## src/exec_pkg.sv

```systemverilog
`default_nettype none

package exec_pkg;

  localparam int xlen = 32;

  // ~~~~~~~~~~~~~~~~~~~~~~~~~~~~~~~~~~~~~~~~~~~~~~~~~~~~~~~~~~~~~~~~~~~~~~~~~~
  // RV32 encodings for the supported subset
  // ~~~~~~~~~~~~~~~~~~~~~~~~~~~~~~~~~~~~~~~~~~~~~~~~~~~~~~~~~~~~~~~~~~~~~~~~~~

  localparam logic [6:0] opc_lui    = 7'b0110111;
  localparam logic [6:0] opc_op_imm = 7'b0010011;
  localparam logic [6:0] opc_op     = 7'b0110011;
  localparam logic [6:0] opc_load   = 7'b0000011;
  localparam logic [6:0] opc_store  = 7'b0100011;

  localparam logic [2:0] f3_add_sub = 3'b000;
  localparam logic [2:0] f3_sll     = 3'b001;
  localparam logic [2:0] f3_slt     = 3'b010;
  localparam logic [2:0] f3_xor     = 3'b100;
  localparam logic [2:0] f3_srl     = 3'b101;
  localparam logic [2:0] f3_or      = 3'b110;
  localparam logic [2:0] f3_and     = 3'b111;
  localparam logic [2:0] f3_word    = 3'b010;  // LW and SW
  localparam logic [2:0] f3_divu    = 3'b101;
  localparam logic [2:0] f3_remu    = 3'b111;

  localparam logic [6:0] f7_base    = 7'b0000000;
  localparam logic [6:0] f7_alt     = 7'b0100000;  // SUB
  localparam logic [6:0] f7_muldiv  = 7'b0000001;

  // ~~~~~~~~~~~~~~~~~~~~~~~~~~~~~~~~~~~~~~~~~~~~~~~~~~~~~~~~~~~~~~~~~~~~~~~~~~
  // Instruction word views
  // ~~~~~~~~~~~~~~~~~~~~~~~~~~~~~~~~~~~~~~~~~~~~~~~~~~~~~~~~~~~~~~~~~~~~~~~~~~

  typedef struct packed {
    logic [6:0] funct7;
    logic [4:0] rs2;
    logic [4:0] rs1;
    logic [2:0] funct3;
    logic [4:0] rd;
    logic [6:0] opcode;
  } r_fmt_t;

  typedef struct packed {
    logic [11:0] imm12;
    logic [4:0]  rs1;
    logic [2:0]  funct3;
    logic [4:0]  rd;
    logic [6:0]  opcode;
  } i_fmt_t;

  typedef union packed {
    r_fmt_t r_view;
    i_fmt_t i_view;
  } instr_word_t;

  typedef enum logic [2:0] {
    kind_nop, kind_alu, kind_lui, kind_load, kind_store, kind_div, kind_rem
  } op_kind_t;

  typedef enum logic [2:0] {
    alu_add, alu_sub, alu_and, alu_or, alu_xor, alu_slt, alu_sll, alu_srl
  } alu_op_t;

  // ~~~~~~~~~~~~~~~~~~~~~~~~~~~~~~~~~~~~~~~~~~~~~~~~~~~~~~~~~~~~~~~~~~~~~~~~~~
  // Stage payloads
  // ~~~~~~~~~~~~~~~~~~~~~~~~~~~~~~~~~~~~~~~~~~~~~~~~~~~~~~~~~~~~~~~~~~~~~~~~~~

  typedef struct packed {
    logic            valid;
    op_kind_t        op_kind;
    alu_op_t         alu_op;
    logic            use_imm;
    logic [4:0]      rd;
    logic [xlen-1:0] a;
    logic [xlen-1:0] b;
    logic [xlen-1:0] imm;
    logic [xlen-1:0] store_data;
  } decode_out_t;

  typedef struct packed {
    logic            valid;
    logic            wren;
    logic [4:0]      rd;
    logic [xlen-1:0] wdata;
  } exec_out_t;

  typedef struct packed {
    logic            wren;
    logic [4:0]      waddr;
    logic [xlen-1:0] wdata;
  } reg_write_t;

endpackage

`default_nettype wire

```

## src/register_file.sv

```systemverilog
`timescale 1ns/1ps
`default_nettype none

module register_file (
  input  logic                       clk,
  input  logic                       rst,
  input  logic [4:0]                 raddr1,
  input  logic [4:0]                 raddr2,
  output logic [exec_pkg::xlen-1:0]  rdata1,
  output logic [exec_pkg::xlen-1:0]  rdata2,
  input  exec_pkg::reg_write_t       wr
);
  import exec_pkg::*;

  logic [xlen-1:0] regs [32];

  assign rdata1 = (raddr1 == 5'd0) ? '0 : regs[raddr1];  // x0 is hardwired to zero
  assign rdata2 = (raddr2 == 5'd0) ? '0 : regs[raddr2];

  always_ff @(posedge clk) begin
    if (!rst) begin
      for (int i = 0; i < 32; i++) begin
        regs[i] <= '0;
      end
    end else if (wr.wren && wr.waddr != 5'd0) begin
      regs[wr.waddr] <= wr.wdata;
    end
  end

endmodule

`default_nettype wire

```

## src/decode_stage.sv

```systemverilog
`timescale 1ns/1ps
`default_nettype none

module decode_stage (
  input  logic                       clk,
  input  logic                       rst,
  input  logic                       instr_valid,
  input  exec_pkg::instr_word_t      instr,
  input  logic                       stall,
  output logic [4:0]                 raddr1,
  output logic [4:0]                 raddr2,
  input  logic [exec_pkg::xlen-1:0]  rdata1,
  input  logic [exec_pkg::xlen-1:0]  rdata2,
  input  exec_pkg::exec_out_t        ex_fwd,
  input  exec_pkg::reg_write_t       wb_fwd,
  output exec_pkg::decode_out_t      dec
);
  import exec_pkg::*;

  instr_word_t     instr_q;
  logic            valid_q;
  logic [6:0]      opcode;
  logic [6:0]      funct7;
  logic [2:0]      funct3;
  logic [xlen-1:0] i_imm;
  logic [xlen-1:0] s_imm;
  logic [xlen-1:0] u_imm;
  logic [xlen-1:0] opnd1;
  logic [xlen-1:0] opnd2;

  // Execute result is younger than the write-back one, so it is checked first
  function automatic logic [xlen-1:0] pick_operand(input logic [4:0] addr,
                                                   input logic [xlen-1:0] rf_data,
                                                   input exec_out_t ex_r,
                                                   input reg_write_t wb_r);
    logic [xlen-1:0] value;
    value = rf_data;
    if (addr != 5'd0) begin
      if (ex_r.valid && ex_r.wren && ex_r.rd == addr) begin
        value = ex_r.wdata;
      end else if (wb_r.wren && wb_r.waddr == addr) begin
        value = wb_r.wdata;
      end
    end
    return value;
  endfunction

  always_ff @(posedge clk) begin
    if (!rst) begin
      valid_q <= 1'b0;
      instr_q <= '0;
    end else if (!stall) begin  // Held while execute is busy
      valid_q <= instr_valid;
      instr_q <= instr;
    end
  end

  assign opcode = instr_q.r_view.opcode;
  assign funct7 = instr_q.r_view.funct7;
  assign funct3 = instr_q.i_view.funct3;
  assign raddr1 = instr_q.i_view.rs1;
  assign raddr2 = instr_q.r_view.rs2;

  assign i_imm = {{(xlen - 12){instr_q.i_view.imm12[11]}}, instr_q.i_view.imm12};
  assign s_imm = {{(xlen - 12){funct7[6]}}, funct7, instr_q.r_view.rd};
  assign u_imm = {instr_q.i_view.imm12, instr_q.i_view.rs1, funct3, 12'b0};

  assign opnd1 = pick_operand(raddr1, rdata1, ex_fwd, wb_fwd);
  assign opnd2 = pick_operand(raddr2, rdata2, ex_fwd, wb_fwd);

  always_comb begin
    dec            = '0;
    dec.valid      = valid_q;
    dec.rd         = instr_q.i_view.rd;
    dec.a          = opnd1;
    dec.b          = opnd2;
    dec.store_data = opnd2;
    dec.imm        = i_imm;
    dec.op_kind    = kind_nop;  // Anything unrecognised falls through as a no-op
    dec.alu_op     = alu_add;
    case (opcode)
      opc_lui: begin
        dec.op_kind = kind_lui;
        dec.imm     = u_imm;
      end
      opc_op_imm: begin
        dec.use_imm = 1'b1;
        dec.op_kind = kind_alu;
        case (funct3)
          f3_add_sub: dec.alu_op = alu_add;
          f3_and:     dec.alu_op = alu_and;
          f3_or:      dec.alu_op = alu_or;
          f3_xor:     dec.alu_op = alu_xor;
          default:    dec.op_kind = kind_nop;
        endcase
      end
      opc_op: begin
        if (funct7 == f7_muldiv) begin
          if (funct3 == f3_divu) begin
            dec.op_kind = kind_div;
          end else if (funct3 == f3_remu) begin
            dec.op_kind = kind_rem;
          end
        end else if (funct7 == f7_alt) begin
          if (funct3 == f3_add_sub) begin
            dec.op_kind = kind_alu;
            dec.alu_op  = alu_sub;
          end
        end else if (funct7 == f7_base) begin
          dec.op_kind = kind_alu;
          case (funct3)
            f3_add_sub: dec.alu_op = alu_add;
            f3_sll:     dec.alu_op = alu_sll;
            f3_slt:     dec.alu_op = alu_slt;
            f3_xor:     dec.alu_op = alu_xor;
            f3_srl:     dec.alu_op = alu_srl;
            f3_or:      dec.alu_op = alu_or;
            default:    dec.alu_op = alu_and;
          endcase
        end
      end
      opc_load: begin
        if (funct3 == f3_word) begin
          dec.op_kind = kind_load;
        end
      end
      opc_store: begin
        if (funct3 == f3_word) begin
          dec.op_kind = kind_store;
          dec.imm     = s_imm;
          dec.rd      = 5'd0;  // Store has no destination, rd bits hold the offset
        end
      end
      default: dec.op_kind = kind_nop;
    endcase
  end

endmodule

`default_nettype wire

```

## src/divider.sv

```systemverilog
`timescale 1ns/1ps
`default_nettype none

module divider #(
  parameter int div_cycles = 32
) (
  input  logic                       clk,
  input  logic                       rst,
  input  logic                       start,
  input  logic [exec_pkg::xlen-1:0]  dividend,
  input  logic [exec_pkg::xlen-1:0]  divisor,
  output logic                       busy,
  output logic                       done,
  output logic [exec_pkg::xlen-1:0]  quotient,
  output logic [exec_pkg::xlen-1:0]  remainder
);
  import exec_pkg::*;

  localparam int cnt_w = $clog2(div_cycles + 1);

  logic [cnt_w-1:0] count;
  logic [xlen-1:0]  divisor_q;
  logic [xlen:0]    partial;
  logic [xlen:0]    trial;
  logic             fits;

  // Quotient register starts as the dividend and shifts its bits out at the top
  assign partial = {remainder, quotient[xlen-1]};
  assign trial   = partial - {1'b0, divisor_q};
  assign fits    = partial >= {1'b0, divisor_q};  // A zero divisor always fits

  always_ff @(posedge clk) begin
    if (!rst) begin
      busy      <= 1'b0;
      done      <= 1'b0;
      count     <= '0;
      quotient  <= '0;
      remainder <= '0;
      divisor_q <= '0;
    end else begin
      done <= 1'b0;
      if (start) begin
        busy      <= 1'b1;
        count     <= '0;
        quotient  <= dividend;
        remainder <= '0;
        divisor_q <= divisor;
      end else if (busy) begin
        if (fits) begin
          remainder <= trial[xlen-1:0];
          quotient  <= {quotient[xlen-2:0], 1'b1};
        end else begin
          remainder <= partial[xlen-1:0];
          quotient  <= {quotient[xlen-2:0], 1'b0};
        end
        count <= count + 1'b1;
        if (count == cnt_w'(div_cycles - 1)) begin
          busy <= 1'b0;
          done <= 1'b1;  // Single-cycle pulse with the final result
        end
      end
    end
  end

endmodule

`default_nettype wire

```

## src/execute_stage.sv

```systemverilog
`timescale 1ns/1ps
`default_nettype none

module execute_stage #(
  parameter int div_cycles = 32
) (
  input  logic                         clk,
  input  logic                         rst,
  input  exec_pkg::decode_out_t        dec,
  output exec_pkg::exec_out_t          ex,
  output logic                         stall,
  output logic                         wb_cyc,
  output logic                         wb_stb,
  output logic                         wb_we,
  output logic [exec_pkg::xlen-1:0]    wb_adr,
  output logic [exec_pkg::xlen-1:0]    wb_dat_w,
  output logic [exec_pkg::xlen/8-1:0]  wb_sel,
  input  logic [exec_pkg::xlen-1:0]    wb_dat_r,
  input  logic                         wb_ack
);
  import exec_pkg::*;

  logic [xlen-1:0] op_b;
  logic [xlen-1:0] alu_res;
  logic [xlen-1:0] mem_addr;
  logic [xlen-1:0] quotient;
  logic [xlen-1:0] remainder;
  logic            is_div;
  logic            is_mem;
  logic            div_start;
  logic            div_busy;
  logic            div_done;
  logic            bus_done;
  logic            writes;
  exec_out_t       ex_next;

  assign op_b     = dec.use_imm ? dec.imm : dec.b;
  assign mem_addr = dec.a + dec.imm;

  // ~~~~~~~~~~~~~~~~~~~~~~~~~~~~~~~~~~~~~~~~~~~~~~~~~~~~~~~~~~~~~~~~~~~~~~~~~~
  // ALU
  // ~~~~~~~~~~~~~~~~~~~~~~~~~~~~~~~~~~~~~~~~~~~~~~~~~~~~~~~~~~~~~~~~~~~~~~~~~~

  always_comb begin
    case (dec.alu_op)
      alu_sub: alu_res = dec.a - op_b;
      alu_and: alu_res = dec.a & op_b;
      alu_or:  alu_res = dec.a | op_b;
      alu_xor: alu_res = dec.a ^ op_b;
      alu_slt: alu_res = {{(xlen - 1){1'b0}}, $signed(dec.a) < $signed(op_b)};
      alu_sll: alu_res = dec.a << op_b[4:0];
      alu_srl: alu_res = dec.a >> op_b[4:0];
      default: alu_res = dec.a + op_b;
    endcase
  end

  // ~~~~~~~~~~~~~~~~~~~~~~~~~~~~~~~~~~~~~~~~~~~~~~~~~~~~~~~~~~~~~~~~~~~~~~~~~~
  // Multi-cycle control
  // ~~~~~~~~~~~~~~~~~~~~~~~~~~~~~~~~~~~~~~~~~~~~~~~~~~~~~~~~~~~~~~~~~~~~~~~~~~

  assign is_div    = dec.valid && (dec.op_kind == kind_div || dec.op_kind == kind_rem);
  assign is_mem    = dec.valid && (dec.op_kind == kind_load || dec.op_kind == kind_store);
  assign bus_done  = wb_cyc && wb_ack;
  assign div_start = is_div && !div_busy && !div_done;  // One launch per divide
  assign stall     = (is_div && !div_done) || (is_mem && !bus_done);

  divider #(
    .div_cycles (div_cycles)
  ) u_divider (
    .clk       (clk),
    .rst       (rst),
    .start     (div_start),
    .dividend  (dec.a),
    .divisor   (dec.b),
    .busy      (div_busy),
    .done      (div_done),
    .quotient  (quotient),
    .remainder (remainder)
  );

  always_ff @(posedge clk) begin
    if (!rst) begin
      wb_cyc   <= 1'b0;
      wb_stb   <= 1'b0;
      wb_we    <= 1'b0;
      wb_adr   <= '0;
      wb_dat_w <= '0;
    end else if (bus_done) begin
      wb_cyc <= 1'b0;
      wb_stb <= 1'b0;
      wb_we  <= 1'b0;
    end else if (is_mem && !wb_cyc) begin
      wb_cyc   <= 1'b1;
      wb_stb   <= 1'b1;
      wb_we    <= dec.op_kind == kind_store;
      wb_adr   <= mem_addr;
      wb_dat_w <= dec.store_data;
    end
  end

  assign wb_sel = '1;  // Word accesses only

  // ~~~~~~~~~~~~~~~~~~~~~~~~~~~~~~~~~~~~~~~~~~~~~~~~~~~~~~~~~~~~~~~~~~~~~~~~~~
  // Result select and execute register
  // ~~~~~~~~~~~~~~~~~~~~~~~~~~~~~~~~~~~~~~~~~~~~~~~~~~~~~~~~~~~~~~~~~~~~~~~~~~

  always_comb begin
    writes        = 1'b1;
    ex_next.valid = dec.valid;
    ex_next.rd    = dec.rd;
    case (dec.op_kind)
      kind_alu:  ex_next.wdata = alu_res;
      kind_lui:  ex_next.wdata = dec.imm;
      kind_load: ex_next.wdata = wb_dat_r;
      kind_div:  ex_next.wdata = quotient;
      kind_rem:  ex_next.wdata = remainder;
      default: begin
        ex_next.wdata = alu_res;
        writes        = 1'b0;
      end
    endcase
    ex_next.wren = dec.valid && writes && dec.rd != 5'd0;
  end

  always_ff @(posedge clk) begin
    if (!rst) begin
      ex <= '0;
    end else if (stall) begin
      ex.valid <= 1'b0;  // Bubble towards write-back
      ex.wren  <= 1'b0;
    end else begin
      ex <= ex_next;
    end
  end

endmodule

`default_nettype wire

```

## src/result_stage.sv

```systemverilog
`timescale 1ns/1ps
`default_nettype none

module result_stage (
  input  logic                       clk,
  input  logic                       rst,
  input  exec_pkg::exec_out_t        ex,
  output exec_pkg::reg_write_t       wr,
  output logic                       retire_valid,
  output logic [4:0]                 retire_rd,
  output logic [exec_pkg::xlen-1:0]  retire_data
);

  always_ff @(posedge clk) begin
    if (!rst) begin
      wr <= '0;
    end else begin
      wr.wren  <= ex.valid && ex.wren;  // Stores, no-ops and x0 writes drop out here
      wr.waddr <= ex.rd;
      wr.wdata <= ex.wdata;
    end
  end

  // The retire port shows exactly what the register file is about to take
  assign retire_valid = wr.wren;
  assign retire_rd    = wr.waddr;
  assign retire_data  = wr.wdata;

endmodule

`default_nettype wire

```

## src/exec_core.sv

```systemverilog
`timescale 1ns/1ps
`default_nettype none

module exec_core #(
  parameter int data_width = exec_pkg::xlen,
  parameter int div_cycles = 32
) (
  input  logic                     clk,
  input  logic                     rst,
  input  logic                     instr_valid,
  input  exec_pkg::instr_word_t    instr,
  output logic                     instr_ready,
  output logic                     wb_cyc,
  output logic                     wb_stb,
  output logic                     wb_we,
  output logic [data_width-1:0]    wb_adr,
  output logic [data_width-1:0]    wb_dat_w,
  output logic [data_width/8-1:0]  wb_sel,
  input  logic [data_width-1:0]    wb_dat_r,
  input  logic                     wb_ack,
  output logic                     retire_valid,
  output logic [4:0]               retire_rd,
  output logic [data_width-1:0]    retire_data
);
  import exec_pkg::*;

  decode_out_t     dec;
  exec_out_t       ex;
  reg_write_t      wr;
  logic [4:0]      raddr1;
  logic [4:0]      raddr2;
  logic [xlen-1:0] rdata1;
  logic [xlen-1:0] rdata2;
  logic            stall;

  assign instr_ready = ~stall;

  decode_stage u_decode (
    .clk         (clk),
    .rst         (rst),
    .instr_valid (instr_valid),
    .instr       (instr),
    .stall       (stall),
    .raddr1      (raddr1),
    .raddr2      (raddr2),
    .rdata1      (rdata1),
    .rdata2      (rdata2),
    .ex_fwd      (ex),
    .wb_fwd      (wr),
    .dec         (dec)
  );

  register_file u_regs (
    .clk    (clk),
    .rst    (rst),
    .raddr1 (raddr1),
    .raddr2 (raddr2),
    .rdata1 (rdata1),
    .rdata2 (rdata2),
    .wr     (wr)
  );

  execute_stage #(
    .div_cycles (div_cycles)
  ) u_execute (
    .clk      (clk),
    .rst      (rst),
    .dec      (dec),
    .ex       (ex),
    .stall    (stall),
    .wb_cyc   (wb_cyc),
    .wb_stb   (wb_stb),
    .wb_we    (wb_we),
    .wb_adr   (wb_adr),
    .wb_dat_w (wb_dat_w),
    .wb_sel   (wb_sel),
    .wb_dat_r (wb_dat_r),
    .wb_ack   (wb_ack)
  );

  result_stage u_result (
    .clk          (clk),
    .rst          (rst),
    .ex           (ex),
    .wr           (wr),
    .retire_valid (retire_valid),
    .retire_rd    (retire_rd),
    .retire_data  (retire_data)
  );

endmodule

`default_nettype wire

```

## config.mk

```make
export PLATFORM = sky130hd
export DESIGN_NAME = exec_core
export DESIGN_NICKNAME = d
export VERILOG_FILES = /design/src/exec_pkg.sv /design/src/register_file.sv /design/src/decode_stage.sv /design/src/divider.sv /design/src/execute_stage.sv /design/src/result_stage.sv /design/src/exec_core.sv
export SDC_FILE = /design/constraint.sdc
export NUM_CORES = 2
export LEC_CHECK = 0
export BUFFER_PORTS_ARGS = -buffer_cell sky130_fd_sc_hd__buf_2
export CAP_MARGIN = 20
export CORE_MARGIN = 4
export CORE_UTILIZATION = 50
export DETAILED_ROUTE_END_ITERATION = 8
export HOLD_SLACK_MARGIN = 0.03
export MAX_ROUTING_LAYER = met4
export PLACE_DENSITY = 0.64
export SLEW_MARGIN = 20
export SYNTH_ARGS = -nofsm -noshare
export SYNTH_HDL_FRONTEND = slang
export SYNTH_SLANG_ARGS = --single-unit
```

## constraint.sdc

```tcl
create_clock -name clk -period 10.15 [get_ports clk]
set_input_delay 2.03 -clock clk [delete_from_list [all_inputs] [get_ports clk]]
set_output_delay 2.03 -clock clk [all_outputs]
set_load 0.05 [all_outputs]
```

* Word-level counts from Yosys, hierarchy flattened
Memories as Yosys holds them, arrays and structs flattened. A register that Yosys moved wholly into a read port is not among the register bits.
Index checks and enable logic that the tools add are counted.
** Word-level totals
- Bits in registers :: 280
- Bits in writable memories :: 1024
- Input port bits :: 68
- Output and inout port bits :: 110
- Word-level logic and storage cells :: 157
- Memories kept :: 1
** Cells by class
- $add $sub $neg :: 5
- $lt $le $gt $ge :: 2
- Equality and inequality tests :: 31
- Shift-type cells :: 2
- Muxes and demuxes :: 50
- Bitwise logic cells :: 7
- Reduce and logical (&&, ||, !) cells :: 40
** Memory list
- u_regs.regs :: words 32, width 32, read ports 2, clocked after Yosys merged registers in 2, wr ports 32, RTL line register_file.sv:15 : logic [xlen-1:0] regs [32];
** Operator list (count)
- 32-bit 2-to-1 mux :: 13
- 32-bit one-hot mux with 7 select lines :: 1
- 32-bit one-hot mux with 4 select lines :: 1
- 32-bit adder :: 2
- 32-bit subtractor :: 2
- 31-bit one-hot mux with 2 select lines :: 1
- 5-bit 2-to-1 mux :: 8
- 3-bit == test (second input constant) :: 11
- 33-bit by 32-bit greater-or-equal comparator with 1-bit output :: 1
- 32-bit AND :: 1
- 32-bit < comparator :: 1
- 32-bit OR :: 1
- 32-bit OR reduction :: 1
- 32-bit by 5-bit << shifter with 32-bit output :: 1
- 32-bit by 5-bit right shift with 32-bit output :: 1
- 32-bit bitwise XOR :: 1
- 7-bit by 6-bit == test with 1-bit output (second input constant) :: 4
- 5-bit == test :: 4
- 5-bit nonzero test :: 4
- 3-bit one-hot mux with 6 select lines :: 1
- 1-bit logical AND :: 16
- 3-bit by 2-bit == test with 1-bit output (second input constant) :: 5
- 3-bit 2-to-1 mux :: 5
- 3-bit one-hot mux with 5 select lines :: 1
- 24 further kinds :: 50

* Longest topological paths before layout
- Word-level depth :: 13
- Mapped depth :: 31
- Gate-level depth less buffers :: 23

* Hierarchy
Synthesis repeated with hierarchy kept, for this count alone.
** Second synthesis, totals
- Cell total of the unflattened synthesis :: 7229
- Area total of the unflattened synthesis :: 81104.0 um^2
** Modules (own cells, without submodules)
- register_file :: times used 1, cells an instance 3771, area an instance 54623.6 um^2, sequential area each 30749.5 um^2
- execute_stage :: times used 1, cells an instance 2097, area an instance 15056.9 um^2, sequential area each 2102.0 um^2
- divider :: times used 1, cells an instance 730, area an instance 6177.2 um^2, sequential area each 2082.0 um^2
- decode_stage :: times used 1, cells an instance 512, area an instance 3920.0 um^2, sequential area each 660.6 um^2
- result_stage :: times used 1, cells an instance 118, area an instance 1322.5 um^2, sequential area each 760.7 um^2
- exec_core :: times used 1, cells an instance 1, area an instance 3.8 um^2, sequential area each 0.0 um^2

* Least setup slack after synthesis
No wires, ideal clock.
- Path kind :: reg-to-reg
- Start :: register (tool-made name)
- End :: register, netlist name u_execute.ex[29]
- Arrival time :: 6541 ps
- Data required time :: 10064 ps
- Path slack :: 3523 ps
- Cell stages (with the launch flop) :: 28
- Buffers on the path :: 6
- Cells stage by stage :: dfxtp_1 buf_6 buf_6 buf_6 buf_2 clkbuf_1 buf_1 mux4_2 mux4_2 mux2i_1 nand2_1 o211ai_1 a21oi_1 nand2_1 a21boi_0 inv_1 ha_1 or3_1 a2111oi_0 o31a_1 o41ai_1 o41ai_1 nor3_1 o31a_1 nor2_1 xnor2_1 o21ai_0 a211oi_1

==> impl_metrics.yaml <==
cts:
  clkSinkCount: 1314
  ctsResizeCount: 0
  ctsHoldBuffers: 0
  root_buffer: "clkbuf_16"
  clock_latency_ns: 0.82
  cts.clk_slew.worst_paths_ns: 0.07
  cts_tree: "yes"
  cts_buffers: 147
  htreeDepth: 4
  post_cts_buffers: 0
  clock_path_buffers: 3
synth:
  ys_ff_latch: 1314
  ys_async_sr_fraction_pct: 0
  yosysSeqAreaShare_pct: 46.3
  syn_area_um2: 78900
  synth_area_per_cell_um2: 11.2
  synth_cell_types: 106
  yosysTopAreaCellShare_pct: 39.0
  synth_ff_type: "edfxtp_1"
  synth_edf_count: 1024
  ys_top_cells_by_area: "edfxtp_1 39%, mux4_2 13%, dfxtp_1 7.4%"
  synthCells: 7057
  yosys_warnings: 0
  yosys.area.top_type: "edfxtp_1"
global_route:
  grt_max_degree: 88
  grt_first_pass_wirelength_mm: 488
  grt-ovfl-total: 0
  gr-usage-all-layers_pct: 43.7
  grt_pass1_vias: 60800
  antenna_found_initial: 34
timing:
  worst_slew_pin_slew_ns: 1.28
  post-route-min-period_ns: 8.40
  timing.final.crit_share_pct: 82.7
  whs_ns: 0.447
  slew_violations: 0
  hold_viol: 0
  worst_slack_ns: 1.75
  fin_skew_ns: 0.0585
  rsz0062_at_grt: "false"
  slew_headroom_pct: 14.4
  setup_viol: 0
  fmax_ghz: 0.119
  setup-tns-final_ns: 0
worst_setup_path:
  slowest_stage: "o41ai_1"
  worstPathMaxFanout: 35
  cp-end-kind: "flop"
  cpMostUsedCell: "nor2_1"
  reg2reg_depth: 21
  crit_path_max_incr_delay_ns: 0.91
  required_ns: 10.81
  crit_arrival_ns: 9.05
  path_cells: "buf_12 -> mux4_2 -> mux4_2 -> nand2_1 -> nand3_1 -> a22oi_1 -> a21o_1 -> buf_4 -> ha_1 -> o41ai_1 -> a2111oi_0 -> buf_4 -> o31a_1 -> o41ai_1 -> nor2_1 -> nor2_1 -> a21oi_1 -> xnor2_1 -> nor2_1 -> nor4_1 -> nor3_1"
  worstSetupPathType: "reg2reg"
  start_kind: "flop"
routing:
  first_iter_violations: 9797
  avgRoutedWirePerCell_um: 37.9
  firstDrtPassIters: 8
  ant_nets: 0
  finalWirelength_mm: 352
  via_per_inst: 6.88
  num_vias: 63900
  drc: 0
die:
  row_count: 145
  die_h_um: 405
  initial_core_util_pct: 50.4
  ios: 178
  coreArea_um2: 157000
  die_area_um2: 164000
  die_w_um: 405
pwr:
  ir_worst_vdd_mv: 0.194
  power_density_nw_per_um2: 170
  p_leak_nw: 32.3
min_path:
  min_delay_path_depth: 2
  worstHoldPathType: "reg2reg"
flow_run:
  cap_violations: 0
placement:
  gp_congestion: 1.08
  dp_slack_ns: 1.96
  io_buffers: 173
  dp_hpwl_mm: 243
finish:
  area.growth.synth_to_final_pct: 11.1
  drive_gt1_share_pct: 18.7
  layout.nets: 7304
  final_core_util_pct: 56.0
status:
  outcome: "completed"
==> power breakdown <==
group | total (W) | internal, W | switching [W]
clock network | 0.00546 | 0.00307 | 0.00239
registers | 0.00622 | 0.00600 | 0.000220
logic | 0.00318 | 0.00101 | 0.00217
==> cell families after synthesis <==
kind of cell,share of synthesized area (%)
AO/OA/AOI/OAI,11.2
flip-flops,46.3
XOR/XNOR,1.30
multiplexers,18.7
buffers and inverters,4.14
adder cells (fa/ha/maj),2.65
AND/OR/NAND/NOR,15.6
other,0.00952
==> layout by cell type (no fill, tap or decap), drive strengths merged, types with 166 or more instances in the layout <==
cell and count:
a21oi 448, and2 887, buf 460, clkbuf 186
dfxtp 290, edfxtp 1024, inv 166, mux2i 383
mux4 458, nand2 589, nor2 363, nor3 228
o21ai 242
==> routing by layer <==
layer	share of wire [%]	track usage, %
met1	36	52.8
met4	7.9	28.1
met5	0	-
met3	12	12.2
met2	45	64.7
==> synthesized netlist by cell type, types with 14 or more instances <==
| master | instances |
|---|---|
| mux2_2 | 49 |
| nor2_1 | 357 |
| xor2_1 | 38 |
| mux4_2 | 458 |
| nor2b_1 | 18 |
| a21o_1 | 60 |
| o31ai_1 | 14 |
| nand3_1 | 111 |
| a21oi_1 | 445 |
| clkbuf_1 | 443 |
| a221oi_1 | 17 |
| mux2i_1 | 382 |
| o221ai_1 | 20 |
| nor3_1 | 227 |
| xnor2_1 | 79 |
| buf_1 | 57 |
| a31oi_1 | 20 |
| o21ai_0 | 221 |
| inv_1 | 154 |
| ha_1 | 161 |
| o21bai_1 | 19 |
| or3_1 | 24 |
| edfxtp_1 | 1024 |
| nand4_1 | 44 |
| buf_2 | 93 |
| nand2_1 | 587 |
| nand2b_1 | 19 |
| and2_1 | 886 |
| o211ai_1 | 74 |
| a21boi_0 | 19 |
| and3_1 | 28 |
| a211oi_1 | 101 |
| o21ai_1 | 21 |
| o21a_1 | 20 |
| buf_4 | 25 |
| o22ai_1 | 83 |
| dfxtp_1 | 290 |
| a22oi_1 | 111 |
==> registers in the layout (all words and copies together), names as in the netlist, 5 cells and up, named ones only <==
name                           cells
u_execute.ex                      39
u_execute.u_divider.divisor_q     32
u_decode.instr_q                  32
u_execute.wb_dat_w                32
u_execute.wb_adr                  32
u_result.retire_data              32
u_execute.u_divider.quotient      32
u_execute.u_divider.remainder     32
u_regs.regs                     1024
u_result.retire_rd                 5
u_execute.u_divider.count          6
==> stage by stage <==
| step | cells | instance area [µm²] | power [W] |
|---|---|---|---|
| 2_1_floorplan | 7091 | 79000 | 0.00813 |
| 3_3_place_gp | 8979 | 82700 | 0.00939 |
| 3_5_place_dp | 8980 | 82700 | 0.00937 |
| 4_1_cts | 9250 | 87600 | 0.0148 |
| 5_1_grt | 9274 | 87600 | 0.0152 |
| 6_report | 9280 | 87700 | 0.0149 |
==> layout make-up <==
cell class                      count  area [µm²]
Clock inverter                     84         988
Sequential cell                  1314       36600
Inverter                          163         619
Clock buffer                      186        3870
Timing Repair Buffer              460        3130
Tap cell                         2058        2570
Antenna cell                       30        75.1
Fill cell                       13300       68900
Multi-Input combinational cell   4985       39800
==> worst max-delay path: cells and delay by family (launching register included) <==
family,cells,cell delay [ns]
DFF,1,0.78
AOI/OAI and AO/OA,7,3.13
xor gates and xnor gates,1,0.42
and+or+nand+nor,7,1.50
adders and majority gates,1,0.40
muxes,2,1.10
buffers and inverters,3,0.80
==> path summary, 6_finish.rpt <==
path / to / start / slack, ns
worst min-delay path: u_execute.wb_adr[26] / u_execute.wb_adr[26] / 0.45
worst max register to register: u_execute.ex[19] / flop / 1.75
worst max-delay path: u_execute.ex[19] / flop / 1.75
worst min register to register: u_execute.wb_adr[26] / u_execute.wb_adr[26] / 0.45
Power figures use the tool's default switching activity.
